File: config.mk
export PLATFORM = sky130hd
export DESIGN_NAME = chan_node_top
export DESIGN_NICKNAME = d
export VERILOG_FILES = /design/src/common/chan_stream_pkg.sv /design/src/common/chan_map_pkg.sv /design/src/frame_buf/frame_buf.sv /design/src/chan_node_top.sv /design/src/chan_rx_demux.sv /design/src/chan_tx_arbiter.sv /design/src/user_regs.sv
export SDC_FILE = /design/constraint.sdc
export NUM_CORES = 1
export LEC_CHECK = 0
export BUFFER_PORTS_ARGS = -buffer_cell sky130_fd_sc_hd__buf_2
export CAP_MARGIN = 10
export CORE_MARGIN = 3
export CORE_UTILIZATION = 40
export DETAILED_ROUTE_END_ITERATION = 10
export PLACE_DENSITY = 0.54
export SLEW_MARGIN = 25
export SYNTH_ARGS = -nofsm -noshare
export SYNTH_HDL_FRONTEND = slang
export SYNTH_HIERARCHICAL = 1
export SYNTH_SLANG_ARGS = --single-unit
File: constraint.sdc
create_clock -name clk_local -period 4.39 [get_ports clk_local]
set_clock_uncertainty 0.15 [all_clocks]
set_input_delay 0.878 -clock clk_local [delete_from_list [all_inputs] [get_ports clk_local]]
set_output_delay 0.878 -clock clk_local [all_outputs]
set_load 0.01 [all_outputs]
File: src/common/chan_stream_pkg.sv
// Byte-wide stream types only; beats carry no byte enables and a frame is always sof..eof
package chan_stream_pkg;

	// --------------------
	// Plain vector widths
	// --------------------

	// One payload byte on any stream
	typedef logic [7:0] byte_t;

	// Channel port address, 16 ports on the platform
	typedef logic [3:0] port_t;

	// --------------------
	// Stream beats
	// --------------------

	// One beat as seen on the platform stream
	// sof and eof may both be set for a one-byte frame
	typedef struct packed {
		logic  sof;
		logic  eof;
		byte_t data;
	} beat_t;

	// Reply beat tagged with the port it returns on
	// Port must stay constant for the whole frame
	typedef struct packed {
		port_t port;
		beat_t beat;
	} reply_t;

endpackage

File: src/common/chan_map_pkg.sv
// Port numbers are fixed here; unused ports are consumed by the demux and never replied to
package chan_map_pkg;

	import chan_stream_pkg::*;

	// --------------------
	// Channel port map
	// --------------------

	// Registered DIP switches, one-beat reply
	localparam port_t PORT_DIP    = 4'd1;
	// LED register write, echoes new value
	localparam port_t PORT_LED    = 4'd2;
	// Frame buffer store
	localparam port_t PORT_BUF_WR = 4'd3;
	// Frame buffer replay
	localparam port_t PORT_BUF_RD = 4'd4;

	// Reply sources seen by the return arbiter
	typedef enum logic {
		REGS = 1'b0,
		BUF  = 1'b1
	} src_sel_t;

endpackage

File: src/frame_buf/frame_buf.sv
// BUF_DEPTH must be a power of two from 4 to 256; longer frames are cut to BUF_DEPTH bytes
module frame_buf
	import chan_stream_pkg::*, chan_map_pkg::*;
#(
	parameter int BUF_DEPTH = 16
)
(
	input  logic   clk_local,
	input  logic   rst_local,

	// Request side from demux
	input  beat_t  req_beat,
	input  logic   req_valid,
	input  port_t  req_port,
	output logic   ready,

	// Reply side to arbiter
	output reply_t rep,
	output logic   rep_src_rdy,
	input  logic   rep_dst_rdy
);

	localparam int AW = $clog2(BUF_DEPTH);

	// Byte count, one bit wider than the address to hold BUF_DEPTH
	typedef logic [AW:0] len_t;

	localparam len_t DEPTH_L = len_t'(BUF_DEPTH);

	typedef enum logic [1:0] {
		IDLE,
		STORE,
		REPLAY
	} fb_state_t;

	fb_state_t state;

	byte_t mem [BUF_DEPTH];
	len_t  wr_ptr;
	len_t  stored_len;
	len_t  rd_ptr;

	len_t  wr_idx;
	logic  beat_xfer;
	logic  store_beat;
	logic  replay_req;
	logic  rep_xfer;

	// No new beats while the stored frame is going out
	assign ready     = (state != REPLAY);
	assign beat_xfer = req_valid & ready;

	assign store_beat = beat_xfer & (req_port == PORT_BUF_WR);
	assign replay_req = beat_xfer & (req_port == PORT_BUF_RD) & req_beat.eof;
	assign rep_xfer   = rep_src_rdy & rep_dst_rdy;

	// A sof always restarts at the bottom of the buffer
	assign wr_idx = (state == STORE && !req_beat.sof) ? wr_ptr : '0;

	// --------------------
	// Store path
	// --------------------

	// Bytes past the end are dropped
	always_ff @(posedge clk_local)
	begin
		if (store_beat && wr_idx < DEPTH_L)
			mem[wr_idx[AW-1:0]] <= req_beat.data;
	end

	// --------------------
	// Control FSM
	// --------------------

	always_ff @(posedge clk_local)
	begin
		if (rst_local)
		begin
			state      <= IDLE;
			wr_ptr     <= '0;
			stored_len <= '0;
			rd_ptr     <= '0;
		end
		else
		begin
			case (state)
				IDLE, STORE:
				begin
					if (store_beat)
					begin
						// Length follows the write pointer, saturating at depth
						if (wr_idx < DEPTH_L)
						begin
							wr_ptr     <= wr_idx + len_t'(1);
							stored_len <= wr_idx + len_t'(1);
						end
						state <= req_beat.eof ? IDLE : STORE;
					end
					else if (replay_req)
					begin
						rd_ptr <= '0;
						state  <= REPLAY;
					end
				end
				REPLAY:
				begin
					if (rep_xfer)
					begin
						if (rep.beat.eof)
							state <= IDLE;
						else
							rd_ptr <= rd_ptr + len_t'(1);
					end
				end
				default:
				begin
					state <= IDLE;
				end
			endcase
		end
	end

	// --------------------
	// Replay output
	// --------------------

	// Empty buffer replies with a single zero byte
	always_comb
	begin
		rep.port     = PORT_BUF_RD;
		rep.beat.sof = (rd_ptr == '0);
		if (stored_len == '0)
		begin
			rep.beat.eof  = 1'b1;
			rep.beat.data = '0;
		end
		else
		begin
			rep.beat.eof  = (rd_ptr == stored_len - len_t'(1));
			rep.beat.data = mem[rd_ptr[AW-1:0]];
		end
	end

	assign rep_src_rdy = (state == REPLAY);

endmodule

File: src/chan_node_top.sv
// Platform stream boundary only; the serial link, MAC and I/O buffers sit outside this block
module chan_node_top
	import chan_stream_pkg::*;
#(
	parameter int BUF_DEPTH = 16
)
(
	input  logic  clk_local,
	input  logic  rst_local,

	// Platform to user
	input  beat_t out_beat,
	input  logic  out_src_rdy,
	input  port_t outport,
	output logic  out_dst_rdy,

	// User to platform
	output beat_t in_beat,
	output logic  in_src_rdy,
	input  logic  in_dst_rdy,
	output port_t inport,

	// Board I/O
	input  byte_t dip,
	output byte_t leds
);

	// Demux to channels
	beat_t  regs_beat;
	logic   regs_valid;
	port_t  regs_port;
	logic   regs_ready;
	beat_t  buf_beat;
	logic   buf_valid;
	port_t  buf_port;
	logic   buf_ready;

	// Channels to arbiter
	reply_t regs_rep;
	logic   regs_src_rdy;
	logic   regs_dst_rdy;
	reply_t buf_rep;
	logic   buf_src_rdy;
	logic   buf_dst_rdy;

	chan_rx_demux u_demux (
		.out_beat    (out_beat),
		.out_src_rdy (out_src_rdy),
		.outport     (outport),
		.out_dst_rdy (out_dst_rdy),
		.regs_beat   (regs_beat),
		.regs_valid  (regs_valid),
		.regs_port   (regs_port),
		.regs_ready  (regs_ready),
		.buf_beat    (buf_beat),
		.buf_valid   (buf_valid),
		.buf_port    (buf_port),
		.buf_ready   (buf_ready)
	);

	// Ports 1 and 2
	user_regs u_regs (
		.clk_local   (clk_local),
		.rst_local   (rst_local),
		.dip         (dip),
		.leds        (leds),
		.req_beat    (regs_beat),
		.req_valid   (regs_valid),
		.req_port    (regs_port),
		.ready       (regs_ready),
		.rep         (regs_rep),
		.rep_src_rdy (regs_src_rdy),
		.rep_dst_rdy (regs_dst_rdy)
	);

	// Ports 3 and 4
	frame_buf #(
		.BUF_DEPTH (BUF_DEPTH)
	) u_buf (
		.clk_local   (clk_local),
		.rst_local   (rst_local),
		.req_beat    (buf_beat),
		.req_valid   (buf_valid),
		.req_port    (buf_port),
		.ready       (buf_ready),
		.rep         (buf_rep),
		.rep_src_rdy (buf_src_rdy),
		.rep_dst_rdy (buf_dst_rdy)
	);

	chan_tx_arbiter u_arb (
		.clk_local    (clk_local),
		.rst_local    (rst_local),
		.regs_rep     (regs_rep),
		.regs_src_rdy (regs_src_rdy),
		.regs_dst_rdy (regs_dst_rdy),
		.buf_rep      (buf_rep),
		.buf_src_rdy  (buf_src_rdy),
		.buf_dst_rdy  (buf_dst_rdy),
		.in_beat      (in_beat),
		.inport       (inport),
		.in_src_rdy   (in_src_rdy),
		.in_dst_rdy   (in_dst_rdy)
	);

endmodule

File: src/chan_rx_demux.sv
// Purely combinational; relies on outport staying stable from sof to eof of each frame
module chan_rx_demux
	import chan_stream_pkg::*, chan_map_pkg::*;
(
	// Platform downstream
	input  beat_t out_beat,
	input  logic  out_src_rdy,
	input  port_t outport,
	output logic  out_dst_rdy,

	// Register channel, ports 1 and 2
	output beat_t regs_beat,
	output logic  regs_valid,
	output port_t regs_port,
	input  logic  regs_ready,

	// Frame buffer channel, ports 3 and 4
	output beat_t buf_beat,
	output logic  buf_valid,
	output port_t buf_port,
	input  logic  buf_ready
);

	// Port ownership decode
	logic to_regs;
	logic to_buf;

	always_comb
	begin
		to_regs = 1'b0;
		to_buf  = 1'b0;
		case (outport)
			PORT_DIP, PORT_LED:
			begin
				to_regs = 1'b1;
			end
			PORT_BUF_WR, PORT_BUF_RD:
			begin
				to_buf = 1'b1;
			end
			default:
			begin
				// Unowned port, beat is swallowed
				to_regs = 1'b0;
				to_buf  = 1'b0;
			end
		endcase
	end

	// --------------------
	// Forward paths
	// --------------------

	// Beat and port fan out to both channels
	// Only the strobe picks the owner
	assign regs_beat  = out_beat;
	assign regs_port  = outport;
	assign regs_valid = out_src_rdy & to_regs;

	assign buf_beat   = out_beat;
	assign buf_port   = outport;
	assign buf_valid  = out_src_rdy & to_buf;

	// --------------------
	// Back-pressure
	// --------------------

	// Owner's ready, or always accept for dropped ports
	always_comb
	begin
		if (to_regs)
			out_dst_rdy = regs_ready;
		else if (to_buf)
			out_dst_rdy = buf_ready;
		else
			out_dst_rdy = 1'b1;
	end

endmodule

File: src/chan_tx_arbiter.sv
// Two sources only; a source keeps the stream from sof to eof, so frames never interleave
module chan_tx_arbiter
	import chan_stream_pkg::*, chan_map_pkg::*;
(
	input  logic   clk_local,
	input  logic   rst_local,

	// Reply sources
	input  reply_t regs_rep,
	input  logic   regs_src_rdy,
	output logic   regs_dst_rdy,
	input  reply_t buf_rep,
	input  logic   buf_src_rdy,
	output logic   buf_dst_rdy,

	// Platform return stream
	output beat_t  in_beat,
	output port_t  inport,
	output logic   in_src_rdy,
	input  logic   in_dst_rdy
);

	// Frame lock
	logic     locked;
	src_sel_t owner;
	src_sel_t pref;

	// Output stage
	reply_t   out_rep;
	logic     out_valid;

	src_sel_t sel;
	logic     sel_rdy;
	reply_t   sel_rep;
	logic     load_en;
	logic     take;

	// --------------------
	// Source select
	// --------------------

	// Locked source wins, else preferred, else whoever is ready
	always_comb
	begin
		if (locked)
			sel = owner;
		else if (pref == REGS)
			sel = (!regs_src_rdy && buf_src_rdy) ? BUF : REGS;
		else
			sel = (!buf_src_rdy && regs_src_rdy) ? REGS : BUF;
	end

	assign sel_rdy = (sel == REGS) ? regs_src_rdy : buf_src_rdy;
	assign sel_rep = (sel == REGS) ? regs_rep : buf_rep;

	// Stage empty or draining this cycle
	assign load_en = ~out_valid | in_dst_rdy;
	assign take    = load_en & sel_rdy;

	assign regs_dst_rdy = load_en & (sel == REGS);
	assign buf_dst_rdy  = load_en & (sel == BUF);

	// --------------------
	// Lock and preference
	// --------------------

	always_ff @(posedge clk_local)
	begin
		if (rst_local)
		begin
			locked <= 1'b0;
			owner  <= REGS;
			pref   <= REGS;
		end
		else if (take)
		begin
			if (sel_rep.beat.eof)
			begin
				// Frame done, other side gets first pick
				locked <= 1'b0;
				pref   <= (sel == REGS) ? BUF : REGS;
			end
			else
			begin
				locked <= 1'b1;
				owner  <= sel;
			end
		end
	end

	// --------------------
	// Output register
	// --------------------

	always_ff @(posedge clk_local)
	begin
		if (rst_local)
			out_valid <= 1'b0;
		else if (load_en)
			out_valid <= sel_rdy;
	end

	// Holds while stalled
	always_ff @(posedge clk_local)
	begin
		if (take)
			out_rep <= sel_rep;
	end

	assign in_beat    = out_rep.beat;
	assign inport     = out_rep.port;
	assign in_src_rdy = out_valid;

endmodule

File: src/user_regs.sv
// Ports 1 and 2 only; every request gets a one-beat reply and at most two may wait unsent
module user_regs
	import chan_stream_pkg::*, chan_map_pkg::*;
(
	input  logic   clk_local,
	input  logic   rst_local,

	// Switches and LEDs
	input  byte_t  dip,
	output byte_t  leds,

	// Request side from demux
	input  beat_t  req_beat,
	input  logic   req_valid,
	input  port_t  req_port,
	output logic   ready,

	// Reply side to arbiter
	output reply_t rep,
	output logic   rep_src_rdy,
	input  logic   rep_dst_rdy
);

	byte_t  dip_r;

	// Two-entry reply FIFO
	reply_t fifo_mem [2];
	logic   wr_ptr;
	logic   rd_ptr;
	logic   [1:0] count;

	reply_t new_rep;
	logic   beat_xfer;
	logic   push;
	logic   pop;

	// Free slot means a beat can be taken
	assign ready     = (count != 2'd2);
	assign beat_xfer = req_valid & ready;

	// Only the eof beat of a port 1 or 2 frame queues a reply
	assign push = beat_xfer & req_beat.eof & ((req_port == PORT_DIP) | (req_port == PORT_LED));
	assign pop  = rep_src_rdy & rep_dst_rdy;

	// One-beat reply; LED port echoes the byte being written
	always_comb
	begin
		new_rep.port      = req_port;
		new_rep.beat.sof  = 1'b1;
		new_rep.beat.eof  = 1'b1;
		new_rep.beat.data = (req_port == PORT_LED) ? req_beat.data : dip_r;
	end

	// --------------------
	// Registers
	// --------------------

	// Switch sampling, every cycle
	always_ff @(posedge clk_local)
	begin
		dip_r <= dip;
	end

	// LED register, last beat of the frame wins
	always_ff @(posedge clk_local)
	begin
		if (rst_local)
			leds <= '0;
		else if (beat_xfer && req_port == PORT_LED)
			leds <= req_beat.data;
	end

	// FIFO storage
	always_ff @(posedge clk_local)
	begin
		if (push)
			fifo_mem[wr_ptr] <= new_rep;
	end

	// FIFO pointers and fill level
	always_ff @(posedge clk_local)
	begin
		if (rst_local)
		begin
			wr_ptr <= 1'b0;
			rd_ptr <= 1'b0;
			count  <= 2'd0;
		end
		else
		begin
			if (push)
				wr_ptr <= ~wr_ptr;
			if (pop)
				rd_ptr <= ~rd_ptr;
			// Push and pop together leave the level unchanged
			if (push && !pop)
				count <= count + 2'd1;
			else if (pop && !push)
				count <= count - 2'd1;
		end
	end

	assign rep         = fifo_mem[rd_ptr];
	assign rep_src_rdy = (count != 2'd0);

endmodule

Word level (Yosys, flattened, before mapping)
Memories as Yosys holds them, arrays and structs flattened. A register that Yosys moved wholly into a read port is not among the register bits.
Cells that the tools add are included.

word-level totals
  bits in registers = 50
  RAM bits = 152
  bits of input ports = 26
  output and inout bits = 24
  memories = 2

operators by class
  add/subtract/negate cells = 5
  order comparisons = 1
  equal/unequal tests = 15
  multiplexer cells = 36
  bitwise logic cells = 21
  reduce and logical (&&, ||, !) cells = 26

memory list
  memory           depth  width  rd ports  clocked after Yosys merged registers in  wr ports  RTL line         text
  u_buf.mem        16     8      1         1                                        1         frame_buf.sv:38  byte_t mem [BUF_DEPTH];
  u_regs.fifo_mem  2      12     1         1                                        1         user_regs.sv:27  reply_t fifo_mem [2];

operators with widths
  cell                                                 count
  2-to-1 mux 5 bit                                     5
  2-to-1 mux 1 bit                                     18
  bitwise AND 1 bit                                    14
  2-to-1 mux 2 bit                                     6
  adder 5 x 1 -> 5 bit, second input constant          2
  zero test 5 bit                                      2
  2-to-1 mux 10 bit                                    1
  != test 2 bit, second input constant                 5
  case mux 5 bit (2 select lines)                      1
  2-to-1 mux 9 bit                                     1
  equality test 4 x 2 -> 1 bit, second input constant  2
  2-to-1 mux 4 bit                                     2
  2-to-1 mux 8 bit                                     1
  logical AND 1 bit                                    7
  AND reduction 3 bit                                  2
  nonzero test 2 bit                                   3
  OR reduction 2 bit                                   3
  equality test 5 bit                                  1
  zero test 1 bit                                      5
  less-than comparator 5 bit, second input constant    1
  NOT 1 bit                                            5
  AND reduction 5 bit                                  1
  subtractor 5 x 1 -> 5 bit, second input constant     1
  equality test 4 x 1 -> 1 bit, second input constant  1
  other kinds (11)                                     14

Logic depth before layout (Yosys ltp)
  depth after elaboration = 12
  gate-level depth with buffers = 13
  gate-level depth less buffers = 10

Modules after synthesis
Netlist, hierarchy kept.

by module, submodules not included
  module           instances  cells each  area an instance (µm²)  seq. area each (µm²)
  frame_buf        1          338         6073.3                  4164.0
  user_regs        1          140         1761.7                  1141.1
  chan_tx_arbiter  1          61          897.1                   500.5
  chan_rx_demux    1          41          309.0                   0.0

Least setup slack after synthesis
No wires, ideal clock.

  path kind = input to register
  start = input port outport[3]
  end = memory u_regs/fifo_mem[0][0] (netlist bit) (enable)
  library setup time = 0.382 ns
  arrival time = 2.538 ns
  data required time = 3.858 ns
  slack = 1.320 ns
  stages on the path = 7
  path buffers = 1
  cells stage by stage = inv_1 > nand2_1 > nor3_1 > clkbuf_1 > inv_2 > nor4_4 > nor2b_1

between the ends
  word-level cells in the longest chain between the ends = 9
  elaborated cells between the ends (all ways) = 11
  those cells by class = eq/ne: 2; mux: 3; bitwise: 5; reduce/logical: 1

RTL lines
  what                                                                                 RTL line             text
  start: declaration                                                                   chan_node_top.sv:14  input port_t outport,
  equality test 4 x 1 -> 1 bit / equality test 4 x 2 -> 1 bit (equally long branches)  chan_rx_demux.sv:32  case (outport)
  OR reduction 2 bit *                                                                 chan_rx_demux.sv:32
  2-to-1 mux 1 bit *                                                                   chan_rx_demux.sv:32
  bitwise AND 1 bit *                                                                  chan_rx_demux.sv:58  assign regs_valid = out_src_rdy & to_regs;
  net regs_valid                                                                       chan_node_top.sv:30  logic regs_valid;
  bitwise AND 1 bit *                                                                  user_regs.sv:39      assign beat_xfer = req_valid & ready;
  bitwise AND 1 bit * (2 in a row)                                                     user_regs.sv:42      assign push = beat_xfer & req_beat.eof & ((req_port == PORT_DIP) | (req_port == PORT_LED));
  net u_regs.push                                                                      user_regs.sv:34      logic push;
  2-to-1 mux 1 bit *                                                                   user_regs.sv:76      if (push)
  2-to-1 mux 1 bit (implied by the code) *                                             user_regs.sv:77      fifo_mem[wr_ptr] <= new_rep;
  end: declaration                                                                     user_regs.sv:27

Mark *: on every way through the listed nets, which the timed path passes. The rest lies on a longest branch.

Worst setup path after layout
  start = register u_regs.count[1]
  end = output port out_dst_rdy

between the ends
  word-level cells in the longest chain between the ends = 2

RTL lines
  what                      RTL line             text
  start: declaration        user_regs.sv:30      logic [1:0] count;
  start signal: assignment  user_regs.sv:97      count <= count + 2'd1;
  start signal: assignment  user_regs.sv:99      count <= count - 2'd1;
  != test 2 bit             user_regs.sv:38      assign ready = (count != 2'd2);
  net regs_ready            chan_node_top.sv:32  logic regs_ready;
  2-to-1 mux 1 bit          chan_rx_demux.sv:71  if (to_regs)
  end: declaration          chan_node_top.sv:15  output logic out_dst_rdy,

The timed path passes the listed nets, and every way through them passes these cells.

==> reports/metrics.yaml <==
outcome:
  status: "finished clean"
power:
  p_comb_share_pct: 14.9
  p_int_mw: 3.53
  clkPwrFrac_pct: 36.2
  powerDensity_mw_per_mm2: 479
  switching_share_pct: 26.2
  peakVddDrop_mv: 0.255
  p_sw_mw: 1.25
  p_seq_share_pct: 48.9
  p_leak_nw: 3.31
worst_setup_path:
  startpoint_type: "flop"
  rrSetupSlack_ps: 740
  crit_arrival_ps: 2630
  cp_slowest_cell: "nor2b_1"
  crit_fanout: 10
  worstSetupPathType: "reg2out"
  max_stage_delay_ps: 730
  critPathCaptureType: "output pin"
  crit_required_ps: 3360
  path_cells: "nor2b_1 -> inv_2 -> mux2_4 -> nor3b_2 -> o31ai_2 -> buf_2"
grt:
  grt-ovfl-total: 0
  grt_use_total_pct: 17.0
  gr-usage-met1_pct: 25.2
  grt_busiest_layer: "met2"
  met3_usage_pct: 2.79
  grt_first_pass_wirelength_um: 31000
  grt_max_degree: 40
  grt_pass1_vias: 4957
  antenna_found_initial: 0
  use_met2_pct: 26.2
cells_and_area:
  postLayoutCoreUtil_pct: 45.3
  layout_commonest_cell: "edfxtp_1"
  syn_to_final_growth_pct: 10.5
  diodes: 0
  fill_cells: 1904
  nNetsFinal: 639
  final_layout_size_suffix_gt1_share_pct: 29.0
  layout_common_cells: "166 x edfxtp_1, 49 x buf_2, 43 x nand2_1"
floorplan:
  initial_core_util_pct: 41.0
  dieWidth_um: 156
  die_h_um: 156
  ios: 50
  core-area_sq_mm: 0.0220
  fp.dieArea_sq_mm: 0.0244
  num_rows: 54
synth:
  netlist_instances: 579
  yosys_warnings: 6
  synthesis.area_sq_mm: 0.00903
  avgSynthCellArea_sq_um: 15.6
clock_network:
  numCtsBuffers: 23
  cts_tree: "yes"
  cts_buffer_depth: 3
  cts.sinks: 207
  cts_resized: 0
  post-cts-setup-buffers: 0
  path_clk_slew_ps: 60
  h-tree-depth: 1
  clock_latency_ps: 530
  cts_hold_buf: 0
  root_buffer: "clkbuf_16"
sta:
  setup-violations-final: 0
  slew_headroom_pct: 40.8
  hold_viol: 0
  maxSlewViolCount: 0
  min_period_over_period_pct: 83.3
  whs_ps: 299
  rsz0062_at_grt: "false"
  max_freq_ghz: 0.273
  setup_ws_ps: 732
  layout_min_cycle_time_ps: 3660
  worst_slew_pin_slew_ps: 886
  final.setup.tns_ps: 0
placed_design:
  routabilityCongestion: 0.835
  io_buffers: 49
  place_ws_ps: 748
  dp_hpwl_um: 13700
drt:
  avgRoutedWirePerCell_um: 23.1
  via_per_inst: 5.56
  firstDrtPassIters: 5
  wl_um: 20800
  postRouteAntennaNets: 0
  remaining_drc_errors: 0
  vias: 5009
  drtIter0Drc: 414
run:
  maxCapViolCount: 0
min_path:
  hold_path_class: "in2reg"
power groups by stage:
stage	clock (mW)	combinational (mW)	sequential [mW]
after CTS	1.78	0.718	2.34
after detailed placement	0	0.716	2.38
final	1.73	0.713	2.34
after global routing	1.87	0.774	2.35
after floorplan	0	0.528	2.38
after global placement	0	0.701	2.37
worst max-delay path: cells and delay by family (launching register included):
kind | cells | cell delay (ps)
mux | 1 | 340
compound gates | 1 | 90
buf+inv | 2 | 420
simple gates | 2 | 900
flops | 1 | 370
per-layer routing:
layer  share of wire [%]  vias up
li1                    -     2249
met1                  46     2535
met2                  45      202
met3                 7.0       23
met4                 1.6        0
met5                   0        -
flip-flops by register name (all words and copies together), names as in the netlist, named ones only:
register / count
u_regs/count: 2
u_arb/locked: 1
u_arb/owner: 1
u_buf/rd_ptr: 5
u_regs/dip_r: 8
u_arb/in_src_rdy: 1
u_regs/wr_ptr: 1
u_buf/mem: 128
u_buf/state: 2
u_regs/leds: 8
u_arb/pref: 1
u_regs/fifo_mem: 24
u_arb/in_beat: 10
u_arb/inport: 4
u_buf/stored_len: 5
u_regs/rd_ptr: 1
final timing paths:
kind | startpoint | end | cells past startpoint
setup / recovery | u_regs/count[1]$_SDFFE_PP0P_ | out_dst_rdy | 6
hold / removal | dip[6] | u_regs/dip_r[6]$_DFF_P_ | 1
setup reg to reg | u_buf/state[1]$_SDFFE_PP0P_ | u_buf/rd_ptr[3]$_SDFFE_PP0P_ | 10
hold reg to reg | u_regs/leds[7]$_SDFFE_PP0P_ | u_regs/leds[7]$_SDFFE_PP0P_ | 2
stage by stage:
step,total power [mW],instance area [sq um],std cells
global route,4.99,9980,901
floorplan,2.91,9040,582
detailed placement,3.09,9300,860
finish,4.78,9980,901
global placement,3.08,9300,860
CTS,4.84,9980,901
cell type report:
type                            instances  area (sq um)  share of cell area, %
Clock buffer                           30           602                   6.03
Clock inverter                         11          78.8                  0.790
Inverter                               15          56.3                  0.564
Multi-Input combinational cell        303          2800                   28.0
Sequential cell                       207          5810                   58.2
Tap cell                              280           350                   3.51
Timing Repair Buffer                   55           290                   2.91
Power figures use the tool's default switching activity.
